**src/ex_pkg.sv**
```systemverilog
// Shared widths, ALU and multiplier opcode enums, multiplier sequencer states
package ex_pkg;

  ////////////////////////////////////////////////////////////
  // Widths
  ////////////////////////////////////////////////////////////

  // Operand and result width
  localparam int unsigned XLEN = 32;

  // Register file address, 64 entries incl. FP side
  localparam int unsigned RF_ADDR_W = 6;

  ////////////////////////////////////////////////////////////
  // ALU opcodes
  ////////////////////////////////////////////////////////////

  // Arithmetic and logic first, then compares
  typedef enum logic [3:0] {
    ALU_ADD  = 4'h0,
    ALU_SUB  = 4'h1,
    ALU_AND  = 4'h2,
    ALU_OR   = 4'h3,
    ALU_XOR  = 4'h4,
    ALU_SLL  = 4'h5,
    ALU_SRL  = 4'h6,
    ALU_SRA  = 4'h7,
    // Set-less-than, result is the flag
    ALU_SLT  = 4'h8,
    ALU_SLTU = 4'h9,
    // Branch compares
    ALU_EQ   = 4'hA,
    ALU_NE   = 4'hB,
    ALU_LT   = 4'hC,
    ALU_GE   = 4'hD,
    ALU_LTU  = 4'hE,
    ALU_GEU  = 4'hF
  } alu_op_t;

  ////////////////////////////////////////////////////////////
  // Multiplier opcodes and sequencer
  ////////////////////////////////////////////////////////////

  // Low word, or high word with the given operand signedness
  typedef enum logic [1:0] {
    MUL_LO  = 2'd0,
    MUL_HSS = 2'd1,
    MUL_HUU = 2'd2,
    MUL_HSU = 2'd3
  } mult_op_t;

  // Second cycle of a high multiply
  typedef enum logic {
    MULT_IDLE = 1'b0,
    MULT_HIGH = 1'b1
  } mult_state_t;

endpackage

```
**src/ex_alu.sv**
```systemverilog
// Integer ALU: add/sub, logic, shifts, set-less-than and branch comparison flag
module ex_alu (
  input  logic                      alu_en_i,
  input  ex_pkg::alu_op_t           alu_operator_i,
  input  logic [ex_pkg::XLEN-1:0]   alu_operand_a_i,
  input  logic [ex_pkg::XLEN-1:0]   alu_operand_b_i,
  output logic [ex_pkg::XLEN-1:0]   alu_result_o,
  output logic                      alu_cmp_result_o
);

  import ex_pkg::*;

  ////////////////////////////////////////////////////////////
  // Adder
  ////////////////////////////////////////////////////////////

  // Subtract by inverting b and carrying in one
  logic            sub_sel;
  logic [XLEN-1:0] adder_b;
  logic [XLEN-1:0] adder_result;

  assign sub_sel      = (alu_operator_i == ALU_SUB);
  assign adder_b      = sub_sel ? ~alu_operand_b_i : alu_operand_b_i;
  assign adder_result = alu_operand_a_i + adder_b + {{(XLEN-1){1'b0}}, sub_sel};

  ////////////////////////////////////////////////////////////
  // Shifter
  ////////////////////////////////////////////////////////////

  // Only the low five bits of b count
  logic [4:0]      shamt;
  logic [XLEN-1:0] sll_result;
  logic [XLEN-1:0] srl_result;
  logic [XLEN-1:0] sra_result;

  assign shamt      = alu_operand_b_i[4:0];
  assign sll_result = alu_operand_a_i << shamt;
  assign srl_result = alu_operand_a_i >> shamt;
  assign sra_result = $unsigned($signed(alu_operand_a_i) >>> shamt);

  ////////////////////////////////////////////////////////////
  // Comparator
  ////////////////////////////////////////////////////////////

  logic is_equal;
  logic is_less_s;
  logic is_less_u;

  assign is_equal  = (alu_operand_a_i == alu_operand_b_i);
  assign is_less_s = ($signed(alu_operand_a_i) < $signed(alu_operand_b_i));
  assign is_less_u = (alu_operand_a_i < alu_operand_b_i);

  // One flag shared by SLT* and the branch compares
  always_comb begin
    unique case (alu_operator_i)
      ALU_EQ:           alu_cmp_result_o = is_equal;
      ALU_NE:           alu_cmp_result_o = ~is_equal;
      ALU_SLT, ALU_LT:  alu_cmp_result_o = is_less_s;
      ALU_GE:           alu_cmp_result_o = ~is_less_s;
      ALU_SLTU, ALU_LTU: alu_cmp_result_o = is_less_u;
      ALU_GEU:          alu_cmp_result_o = ~is_less_u;
      default:          alu_cmp_result_o = 1'b0;
    endcase
  end

  ////////////////////////////////////////////////////////////
  // Result mux
  ////////////////////////////////////////////////////////////

  always_comb begin
    alu_result_o = '0;
    // Idle ALU drives zero
    if (alu_en_i) begin
      unique case (alu_operator_i)
        ALU_ADD, ALU_SUB: alu_result_o = adder_result;
        ALU_AND:          alu_result_o = alu_operand_a_i & alu_operand_b_i;
        ALU_OR:           alu_result_o = alu_operand_a_i | alu_operand_b_i;
        ALU_XOR:          alu_result_o = alu_operand_a_i ^ alu_operand_b_i;
        ALU_SLL:          alu_result_o = sll_result;
        ALU_SRL:          alu_result_o = srl_result;
        ALU_SRA:          alu_result_o = sra_result;
        // Compares return the flag zero-extended
        default:          alu_result_o = {{(XLEN-1){1'b0}}, alu_cmp_result_o};
      endcase
    end
  end

endmodule

```
**src/ex_ctrl.sv**
```systemverilog
// Stage control: ex_ready/ex_valid stall logic and the EX/WB load write-back register
module ex_ctrl (
  input  logic                          clk,
  input  logic                          rst_n,
  input  logic                          alu_en_i,
  input  logic                          mult_en_i,
  input  logic                          csr_access_i,
  input  logic                          lsu_en_i,
  input  logic                          branch_in_ex_i,
  input  logic                          mult_ready_i,
  input  logic                          lsu_ready_ex_i,
  input  logic                          wb_ready_i,
  input  logic                          lsu_err_i,
  input  logic                          regfile_we_i,
  input  logic [ex_pkg::RF_ADDR_W-1:0]  regfile_waddr_i,
  output logic                          ex_ready_o,
  output logic                          ex_valid_o,
  output logic                          regfile_we_wb_o,
  output logic [ex_pkg::RF_ADDR_W-1:0]  regfile_waddr_wb_o
);

  ////////////////////////////////////////////////////////////
  // Ready and valid
  ////////////////////////////////////////////////////////////

  logic units_ready;
  logic any_unit_en;
  logic ex_valid;
  logic wb_we_d;

  // Multiplier, LSU and WB all able to move on
  assign units_ready = mult_ready_i & lsu_ready_ex_i & wb_ready_i;
  assign any_unit_en = alu_en_i | mult_en_i | csr_access_i | lsu_en_i;

  // Branches finish in EX and never wait for WB
  assign ex_ready_o  = units_ready | branch_in_ex_i;

  // Valid flows forward only, so it does not look at ex_ready
  assign ex_valid    = any_unit_en & units_ready;
  assign ex_valid_o  = ex_valid;

  ////////////////////////////////////////////////////////////
  // EX/WB register
  ////////////////////////////////////////////////////////////

  // LSU error kills the write-back
  assign wb_we_d = regfile_we_i & ~lsu_err_i;

  always_ff @(posedge clk or negedge rst_n) begin
    if (!rst_n) begin
      regfile_we_wb_o    <= 1'b0;
      regfile_waddr_wb_o <= '0;
    end else if (ex_valid) begin
      // WB is ready whenever valid is high
      regfile_we_wb_o <= wb_we_d;
      if (wb_we_d) begin
        regfile_waddr_wb_o <= regfile_waddr_i;
      end
    end else if (wb_ready_i) begin
      // WB drained and nothing new, flush the slot
      regfile_we_wb_o <= 1'b0;
    end
  end

endmodule

```
**src/ex_fwd_mux.sv**
```systemverilog
// Forwarding write-port data select: CSR over multiplier over ALU
module ex_fwd_mux (
  input  logic                      alu_en_i,
  input  logic                      mult_en_i,
  input  logic                      csr_access_i,
  input  logic [ex_pkg::XLEN-1:0]   alu_result_i,
  input  logic [ex_pkg::XLEN-1:0]   mult_result_i,
  input  logic [ex_pkg::XLEN-1:0]   csr_rdata_i,
  output logic [ex_pkg::XLEN-1:0]   fw_wdata_o
);

  ////////////////////////////////////////////////////////////
  // Priority select
  ////////////////////////////////////////////////////////////

  // CSR read data wins
  // Multiplier wins over the ALU
  // Nothing enabled gives zero
  always_comb begin
    if (csr_access_i) begin
      fw_wdata_o = csr_rdata_i;
    end else if (mult_en_i) begin
      fw_wdata_o = mult_result_i;
    end else if (alu_en_i) begin
      fw_wdata_o = alu_result_i;
    end else begin
      fw_wdata_o = '0;
    end
  end

endmodule

```
**src/ex_mult.sv**
```systemverilog
// Multiplier: one-cycle low product, two-cycle high product with sequencer
module ex_mult (
  input  logic                      clk,
  input  logic                      rst_n,
  input  logic                      mult_en_i,
  input  ex_pkg::mult_op_t          mult_operator_i,
  input  logic [ex_pkg::XLEN-1:0]   mult_operand_a_i,
  input  logic [ex_pkg::XLEN-1:0]   mult_operand_b_i,
  input  logic                      ex_ready_i,
  output logic [ex_pkg::XLEN-1:0]   mult_result_o,
  output logic                      mult_ready_o,
  output logic                      mult_multicycle_o
);

  import ex_pkg::*;

  ////////////////////////////////////////////////////////////
  // Operand extension and product
  ////////////////////////////////////////////////////////////

  logic                     a_signed;
  logic                     b_signed;
  logic                     high_op;
  logic signed [XLEN:0]     op_a_ext;
  logic signed [XLEN:0]     op_b_ext;
  logic signed [2*XLEN-1:0] product;

  // HSS signs both, HSU only a, HUU neither
  assign a_signed = (mult_operator_i == MUL_HSS) || (mult_operator_i == MUL_HSU);
  assign b_signed = (mult_operator_i == MUL_HSS);
  assign high_op  = (mult_operator_i != MUL_LO);

  // One extra bit carries the sign or a zero
  assign op_a_ext = {a_signed & mult_operand_a_i[XLEN-1], mult_operand_a_i};
  assign op_b_ext = {b_signed & mult_operand_b_i[XLEN-1], mult_operand_b_i};

  // 64-bit context keeps the modular product exact
  assign product  = op_a_ext * op_b_ext;

  ////////////////////////////////////////////////////////////
  // Sequencer
  ////////////////////////////////////////////////////////////

  mult_state_t     mult_state_q;
  mult_state_t     mult_state_d;
  logic            hi_load;
  logic [XLEN-1:0] product_hi_q;

  always_comb begin
    mult_state_d = mult_state_q;
    hi_load      = 1'b0;
    unique case (mult_state_q)
      MULT_IDLE: begin
        // High multiply spends one cycle computing
        if (mult_en_i && high_op) begin
          mult_state_d = MULT_HIGH;
          hi_load      = 1'b1;
        end
      end
      MULT_HIGH: begin
        // Leave once the stage takes the next instruction
        if (ex_ready_i) begin
          mult_state_d = MULT_IDLE;
        end
      end
      default: mult_state_d = MULT_IDLE;
    endcase
  end

  always_ff @(posedge clk or negedge rst_n) begin
    if (!rst_n) begin
      mult_state_q <= MULT_IDLE;
    end else begin
      mult_state_q <= mult_state_d;
    end
  end

  // Upper word captured at the first edge
  always_ff @(posedge clk) begin
    if (hi_load) begin
      product_hi_q <= product[2*XLEN-1:XLEN];
    end
  end

  ////////////////////////////////////////////////////////////
  // Outputs
  ////////////////////////////////////////////////////////////

  // Not ready only in the first cycle of a high multiply
  assign mult_ready_o      = ~((mult_state_q == MULT_IDLE) & mult_en_i & high_op);
  assign mult_multicycle_o = (mult_state_q == MULT_HIGH);

  always_comb begin
    if (mult_state_q == MULT_HIGH) begin
      mult_result_o = product_hi_q;
    end else if (mult_en_i) begin
      mult_result_o = product[XLEN-1:0];  // low word, valid for MUL_LO
    end else begin
      mult_result_o = '0;
    end
  end

endmodule

```
**src/ex_stage.sv**
```systemverilog
// Execute stage top: ALU, multiplier, forwarding mux and stage control
module ex_stage (
  input  logic                          clk,
  input  logic                          rst_n,

  // ALU from ID
  input  ex_pkg::alu_op_t               alu_operator_i,
  input  logic [ex_pkg::XLEN-1:0]       alu_operand_a_i,
  input  logic [ex_pkg::XLEN-1:0]       alu_operand_b_i,
  input  logic [ex_pkg::XLEN-1:0]       alu_operand_c_i,
  input  logic                          alu_en_i,

  // Multiplier from ID
  input  ex_pkg::mult_op_t              mult_operator_i,
  input  logic [ex_pkg::XLEN-1:0]       mult_operand_a_i,
  input  logic [ex_pkg::XLEN-1:0]       mult_operand_b_i,
  input  logic                          mult_en_i,
  output logic                          mult_multicycle_o,

  // LSU
  input  logic                          lsu_en_i,
  input  logic [ex_pkg::XLEN-1:0]       lsu_rdata_i,
  input  logic                          lsu_ready_ex_i,
  input  logic                          lsu_err_i,

  // ID-side control
  input  logic                          branch_in_ex_i,
  input  logic [ex_pkg::RF_ADDR_W-1:0]  regfile_alu_waddr_i,
  input  logic                          regfile_alu_we_i,
  input  logic                          regfile_we_i,
  input  logic [ex_pkg::RF_ADDR_W-1:0]  regfile_waddr_i,

  // CSR
  input  logic                          csr_access_i,
  input  logic [ex_pkg::XLEN-1:0]       csr_rdata_i,

  // WB port
  output logic [ex_pkg::RF_ADDR_W-1:0]  regfile_waddr_wb_o,
  output logic                          regfile_we_wb_o,
  output logic [ex_pkg::XLEN-1:0]       regfile_wdata_wb_o,

  // Forwarding port to ID and RF
  output logic [ex_pkg::RF_ADDR_W-1:0]  regfile_alu_waddr_fw_o,
  output logic                          regfile_alu_we_fw_o,
  output logic [ex_pkg::XLEN-1:0]       regfile_alu_wdata_fw_o,

  // Branch to IF
  output logic [ex_pkg::XLEN-1:0]       jump_target_o,
  output logic                          branch_decision_o,

  // Handshake
  output logic                          ex_ready_o,
  output logic                          ex_valid_o,
  input  logic                          wb_ready_i
);

  import ex_pkg::*;

  logic [XLEN-1:0] alu_result;
  logic            alu_cmp_result;
  logic [XLEN-1:0] mult_result;
  logic            mult_ready;

  ////////////////////////////////////////////////////////////
  // Pass-through
  ////////////////////////////////////////////////////////////

  assign branch_decision_o      = alu_cmp_result;
  assign jump_target_o          = alu_operand_c_i;
  assign regfile_alu_we_fw_o    = regfile_alu_we_i;
  assign regfile_alu_waddr_fw_o = regfile_alu_waddr_i;
  // Load data goes straight to WB
  assign regfile_wdata_wb_o     = lsu_rdata_i;

  ////////////////////////////////////////////////////////////
  // Units
  ////////////////////////////////////////////////////////////

  ex_alu alu_i (
    .alu_en_i         (alu_en_i),
    .alu_operator_i   (alu_operator_i),
    .alu_operand_a_i  (alu_operand_a_i),
    .alu_operand_b_i  (alu_operand_b_i),
    .alu_result_o     (alu_result),
    .alu_cmp_result_o (alu_cmp_result)
  );

  // Sequencer leaves MULT_HIGH on the stage handshake
  ex_mult mult_i (
    .clk               (clk),
    .rst_n             (rst_n),
    .mult_en_i         (mult_en_i),
    .mult_operator_i   (mult_operator_i),
    .mult_operand_a_i  (mult_operand_a_i),
    .mult_operand_b_i  (mult_operand_b_i),
    .ex_ready_i        (ex_ready_o),
    .mult_result_o     (mult_result),
    .mult_ready_o      (mult_ready),
    .mult_multicycle_o (mult_multicycle_o)
  );

  ex_fwd_mux fwd_mux_i (
    .alu_en_i      (alu_en_i),
    .mult_en_i     (mult_en_i),
    .csr_access_i  (csr_access_i),
    .alu_result_i  (alu_result),
    .mult_result_i (mult_result),
    .csr_rdata_i   (csr_rdata_i),
    .fw_wdata_o    (regfile_alu_wdata_fw_o)
  );

  ex_ctrl ctrl_i (
    .clk                (clk),
    .rst_n              (rst_n),
    .alu_en_i           (alu_en_i),
    .mult_en_i          (mult_en_i),
    .csr_access_i       (csr_access_i),
    .lsu_en_i           (lsu_en_i),
    .branch_in_ex_i     (branch_in_ex_i),
    .mult_ready_i       (mult_ready),
    .lsu_ready_ex_i     (lsu_ready_ex_i),
    .wb_ready_i         (wb_ready_i),
    .lsu_err_i          (lsu_err_i),
    .regfile_we_i       (regfile_we_i),
    .regfile_waddr_i    (regfile_waddr_i),
    .ex_ready_o         (ex_ready_o),
    .ex_valid_o         (ex_valid_o),
    .regfile_we_wb_o    (regfile_we_wb_o),
    .regfile_waddr_wb_o (regfile_waddr_wb_o)
  );

endmodule

```
**config.mk**
```make
export PLATFORM = sky130hd
export DESIGN_NAME = ex_stage
export DESIGN_NICKNAME = d
export VERILOG_FILES = /design/src/ex_pkg.sv /design/src/ex_alu.sv /design/src/ex_ctrl.sv /design/src/ex_fwd_mux.sv /design/src/ex_mult.sv /design/src/ex_stage.sv
export SDC_FILE = /design/constraint.sdc
export NUM_CORES = 2
export LEC_CHECK = 0
export BUFFER_PORTS_ARGS = -buffer_cell sky130_fd_sc_hd__buf_2
export CAP_MARGIN = 20
export CORE_AREA = 2 2 377 379
export CTS_BUF_LIST = sky130_fd_sc_hd__clkbuf_2
export DETAILED_ROUTE_END_ITERATION = 16
export DIE_AREA = 0 0 379 381
export PLACE_DENSITY_LB_ADDON = 0.08
export RECOVER_POWER = 50
export SLEW_MARGIN = 20
export SYNTH_ARGS = -nofsm -noshare
export SYNTH_HDL_FRONTEND = slang
export SYNTH_SLANG_ARGS = --single-unit
```
**constraint.sdc**
```tcl
create_clock -name clk -period 11.24 [get_ports clk]
set_input_delay 2.248 -clock clk [delete_from_list [all_inputs] [get_ports clk]]
set_output_delay 2.248 -clock clk [all_outputs]
set_load 0.05 [all_outputs]
```
==> results.cfg <==
[outcome]
outcome = finished with violations
violations = negative setup slack

[grt]
grt_max_degree = 61
grt_pass1_wl_mm = 264
grt.total_usage = 0.243
gr-total-overflow = 0
grt_pass1_vias = 41800
antenna_found_initial = 10

[critical_path]
end_kind = output pin
crit_slowest_cell = fa_1
crit_path_max_fanout = 5
max_stage_delay_ns = 0.58
crit_start = mult_operand_b_i[8]
r2r_start = mult_i.mult_multicycle_o
worstSetupStartpointType = input pin
crit_arrival_ns = 9.14
cp_data_required_time_ns = 8.99
crit_type = input pin to output pin
crit_path_frequent_cell = fa_1

[synthesis]
netlist.area_leader.share = 0.462
synth_cell_type_count = 87
syn_nets = 7324
syn_avg_cell_area_um2 = 8.70
yosys.area.top_type = fa_1
synth-main-ff-cell = edfxtp_1
syn-cell-area_mm2 = 0.0488
async_reset_ff_frac = 0.200
ys_ff_latch = 40
synth_area_leaders = fa_1, inv_1, ha_1
ys_warn_count = 0
ys_seq_area_frac = 0.0238
syn_inst = 5605
synth_edf_count = 32

[layout]
stdcell_count = 7724
syn_to_final_growth_pct = 12.6
final_util = 0.391
final_common_cell = inv_1
fin_nets = 7550
layout_common_cells = inv_1, fa_1, nand2_1, buf_4, ha_1
drive_gt1_frac = 0.145

[clocking]
h-tree-depth = 2
clock-root-buffer = clkbuf_2
clockBufferDepth = 2
cts_sinks = 40
cts_tree = built
cts_buffers = 5
clk_pin_slew_worst_paths_ns = 0.23
clock_latency_ns = 0.47

[die]
die_w_um = 379
die_h_um = 381
ios = 368
initial_utilization = 0.347
core_mm2 = 0.141
dieArea_mm2 = 0.144
rows = 138

[worst_hold_path]
worst_hold_startpoint = ctrl_i.regfile_waddr_wb_o[5]
hold_path.class = flop to flop

[detailed_routing]
vias = 39100
drtAntennaViolNets = 0
wl_per_cell_um = 22.4
drc = 0
viasPerCell = 5.07
drt_first_pass_iters = 6
detailedRoute.firstIterationViolations = 2549
routed_wl_mm = 173

[sta]
whs_ns = 0.521
grt_setup_unrepaired = true
finalMaxSlewViolations = 0
worst_slew_pin_slew_ns = 1.36
finalCritPeriodShare = 1.01
hold_violations = 0
relSlewSlack = 0.0823
max_freq_mhz = 87.8
clock-skew-final_ns = 0.0120
fin_crit_ns = 11.39
final.setup.worst_slack_ns = -0.151
setup_violations = 3

[placement]
dp_cells = 7675
place_hpwl_mm = 147
port_buffers = 225
post-place-ws_ns = -0.754
place_congestion = 0.934

[run]
max-cap-violations = 0
[flip-flops by register name (all words and copies together), names as in the netlist]
signal / cells
ctrl_i.regfile_we_wb_o: 1
mult_i.product_hi_q: 32
mult_i.mult_multicycle_o: 1
ctrl_i.regfile_waddr_wb_o: 6
[what timing repair did]
| action | 4_1_cts | 5_1_grt |
|---|---|---|
| cloned | 1 | 0 |
| hold buffers | 0 | 0 |
| setup endpoints to repair | 13 | 15 |
| gates resized for setup | 195 | 70 |
| pin swaps | 68 | 55 |
| buffers inserted | 30 | 12 |
[per-stage QoR]
stage	TNS, ns	instance area, µm²
final	-0.266	54900
after global routing	-1.79	54900
after CTS	-0.660	54500
after detailed placement	-5.11	53500
after global placement	-4.83	53500
after floorplan	0	48800
[cells in the mapped netlist, types with 44 or more instances]
library cell / instances
inv_1: 1251
fa_1: 1126
nand2_1: 920
ha_1: 339
clkbuf_1: 288
and2_1: 264
nor2_1: 176
a21oi_1: 162
o21ai_0: 140
xnor2_1: 92
buf_4: 73
mux4_2: 56
a21o_1: 50
mux2i_1: 44
[kinds of logic (layout without fill, tap and decap cells)]
logic type	after synthesis	in the layout	share of synthesized area
AOI/OAI and AO/OA	606	606	0.0826
and+or+nand+nor	1603	1603	0.149
xor gates and xnor gates	123	123	0.0221
DFF	40	40	0.0238
other	0	2	0
adders and majority gates	1465	1465	0.549
buffers and inverters	1644	1871	0.133
muxes	124	124	0.0404
[layer usage]
layer  track usage  vias to the layer above  wire (µm)
li1              -                    17400          -
met1         0.329                    20500      74300
met2         0.419                     1028      86000
met3        0.0199                      194       7770
met4        0.0597                        2       5250
met5             0                        -         13
[worst paths after layout]
path | slack, ns | cells past startpoint | end
max | -0.15 | 29 | regfile_alu_wdata_fw_o[25]
min | 0.52 | 1 | ctrl_i.regfile_waddr_wb_o[5]
max reg2reg | 7.73 | 6 | ctrl_i.regfile_waddr_wb_o[0]
min reg2reg | 0.52 | 1 | ctrl_i.regfile_waddr_wb_o[5]
max in group asynchronous | 9.33 | 1 | mult_i.mult_multicycle_o
min in group asynchronous | 1.63 | 1 | ctrl_i.regfile_waddr_wb_o[3]
[layout make-up]
class,count,area [µm²]
Timing Repair Buffer,611,4810
Tap cell,1890,2360
Inverter,1252,4700
Clock inverter,3,46.3
Clock buffer,5,25.0
Antenna cell,2,5.00
Fill cell,14700,85700
Sequential cell,40,1160
Multi-Input combinational cell,3921,41800
[worst max-delay path: cells and delay by family]
| family | cells | cell delay, ns |
|---|---|---|
| adders and majority gates | 9 | 4.30 |
| xor gates and xnor gates | 1 | 0.11 |
| and+or+nand+nor | 3 | 0.24 |
| buffers and inverters | 11 | 0.99 |
| AOI/OAI and AO/OA | 5 | 1.26 |
Power is not shown: default switching activity piles up to over one toggle a cycle in this logic, so the estimate is an artifact.
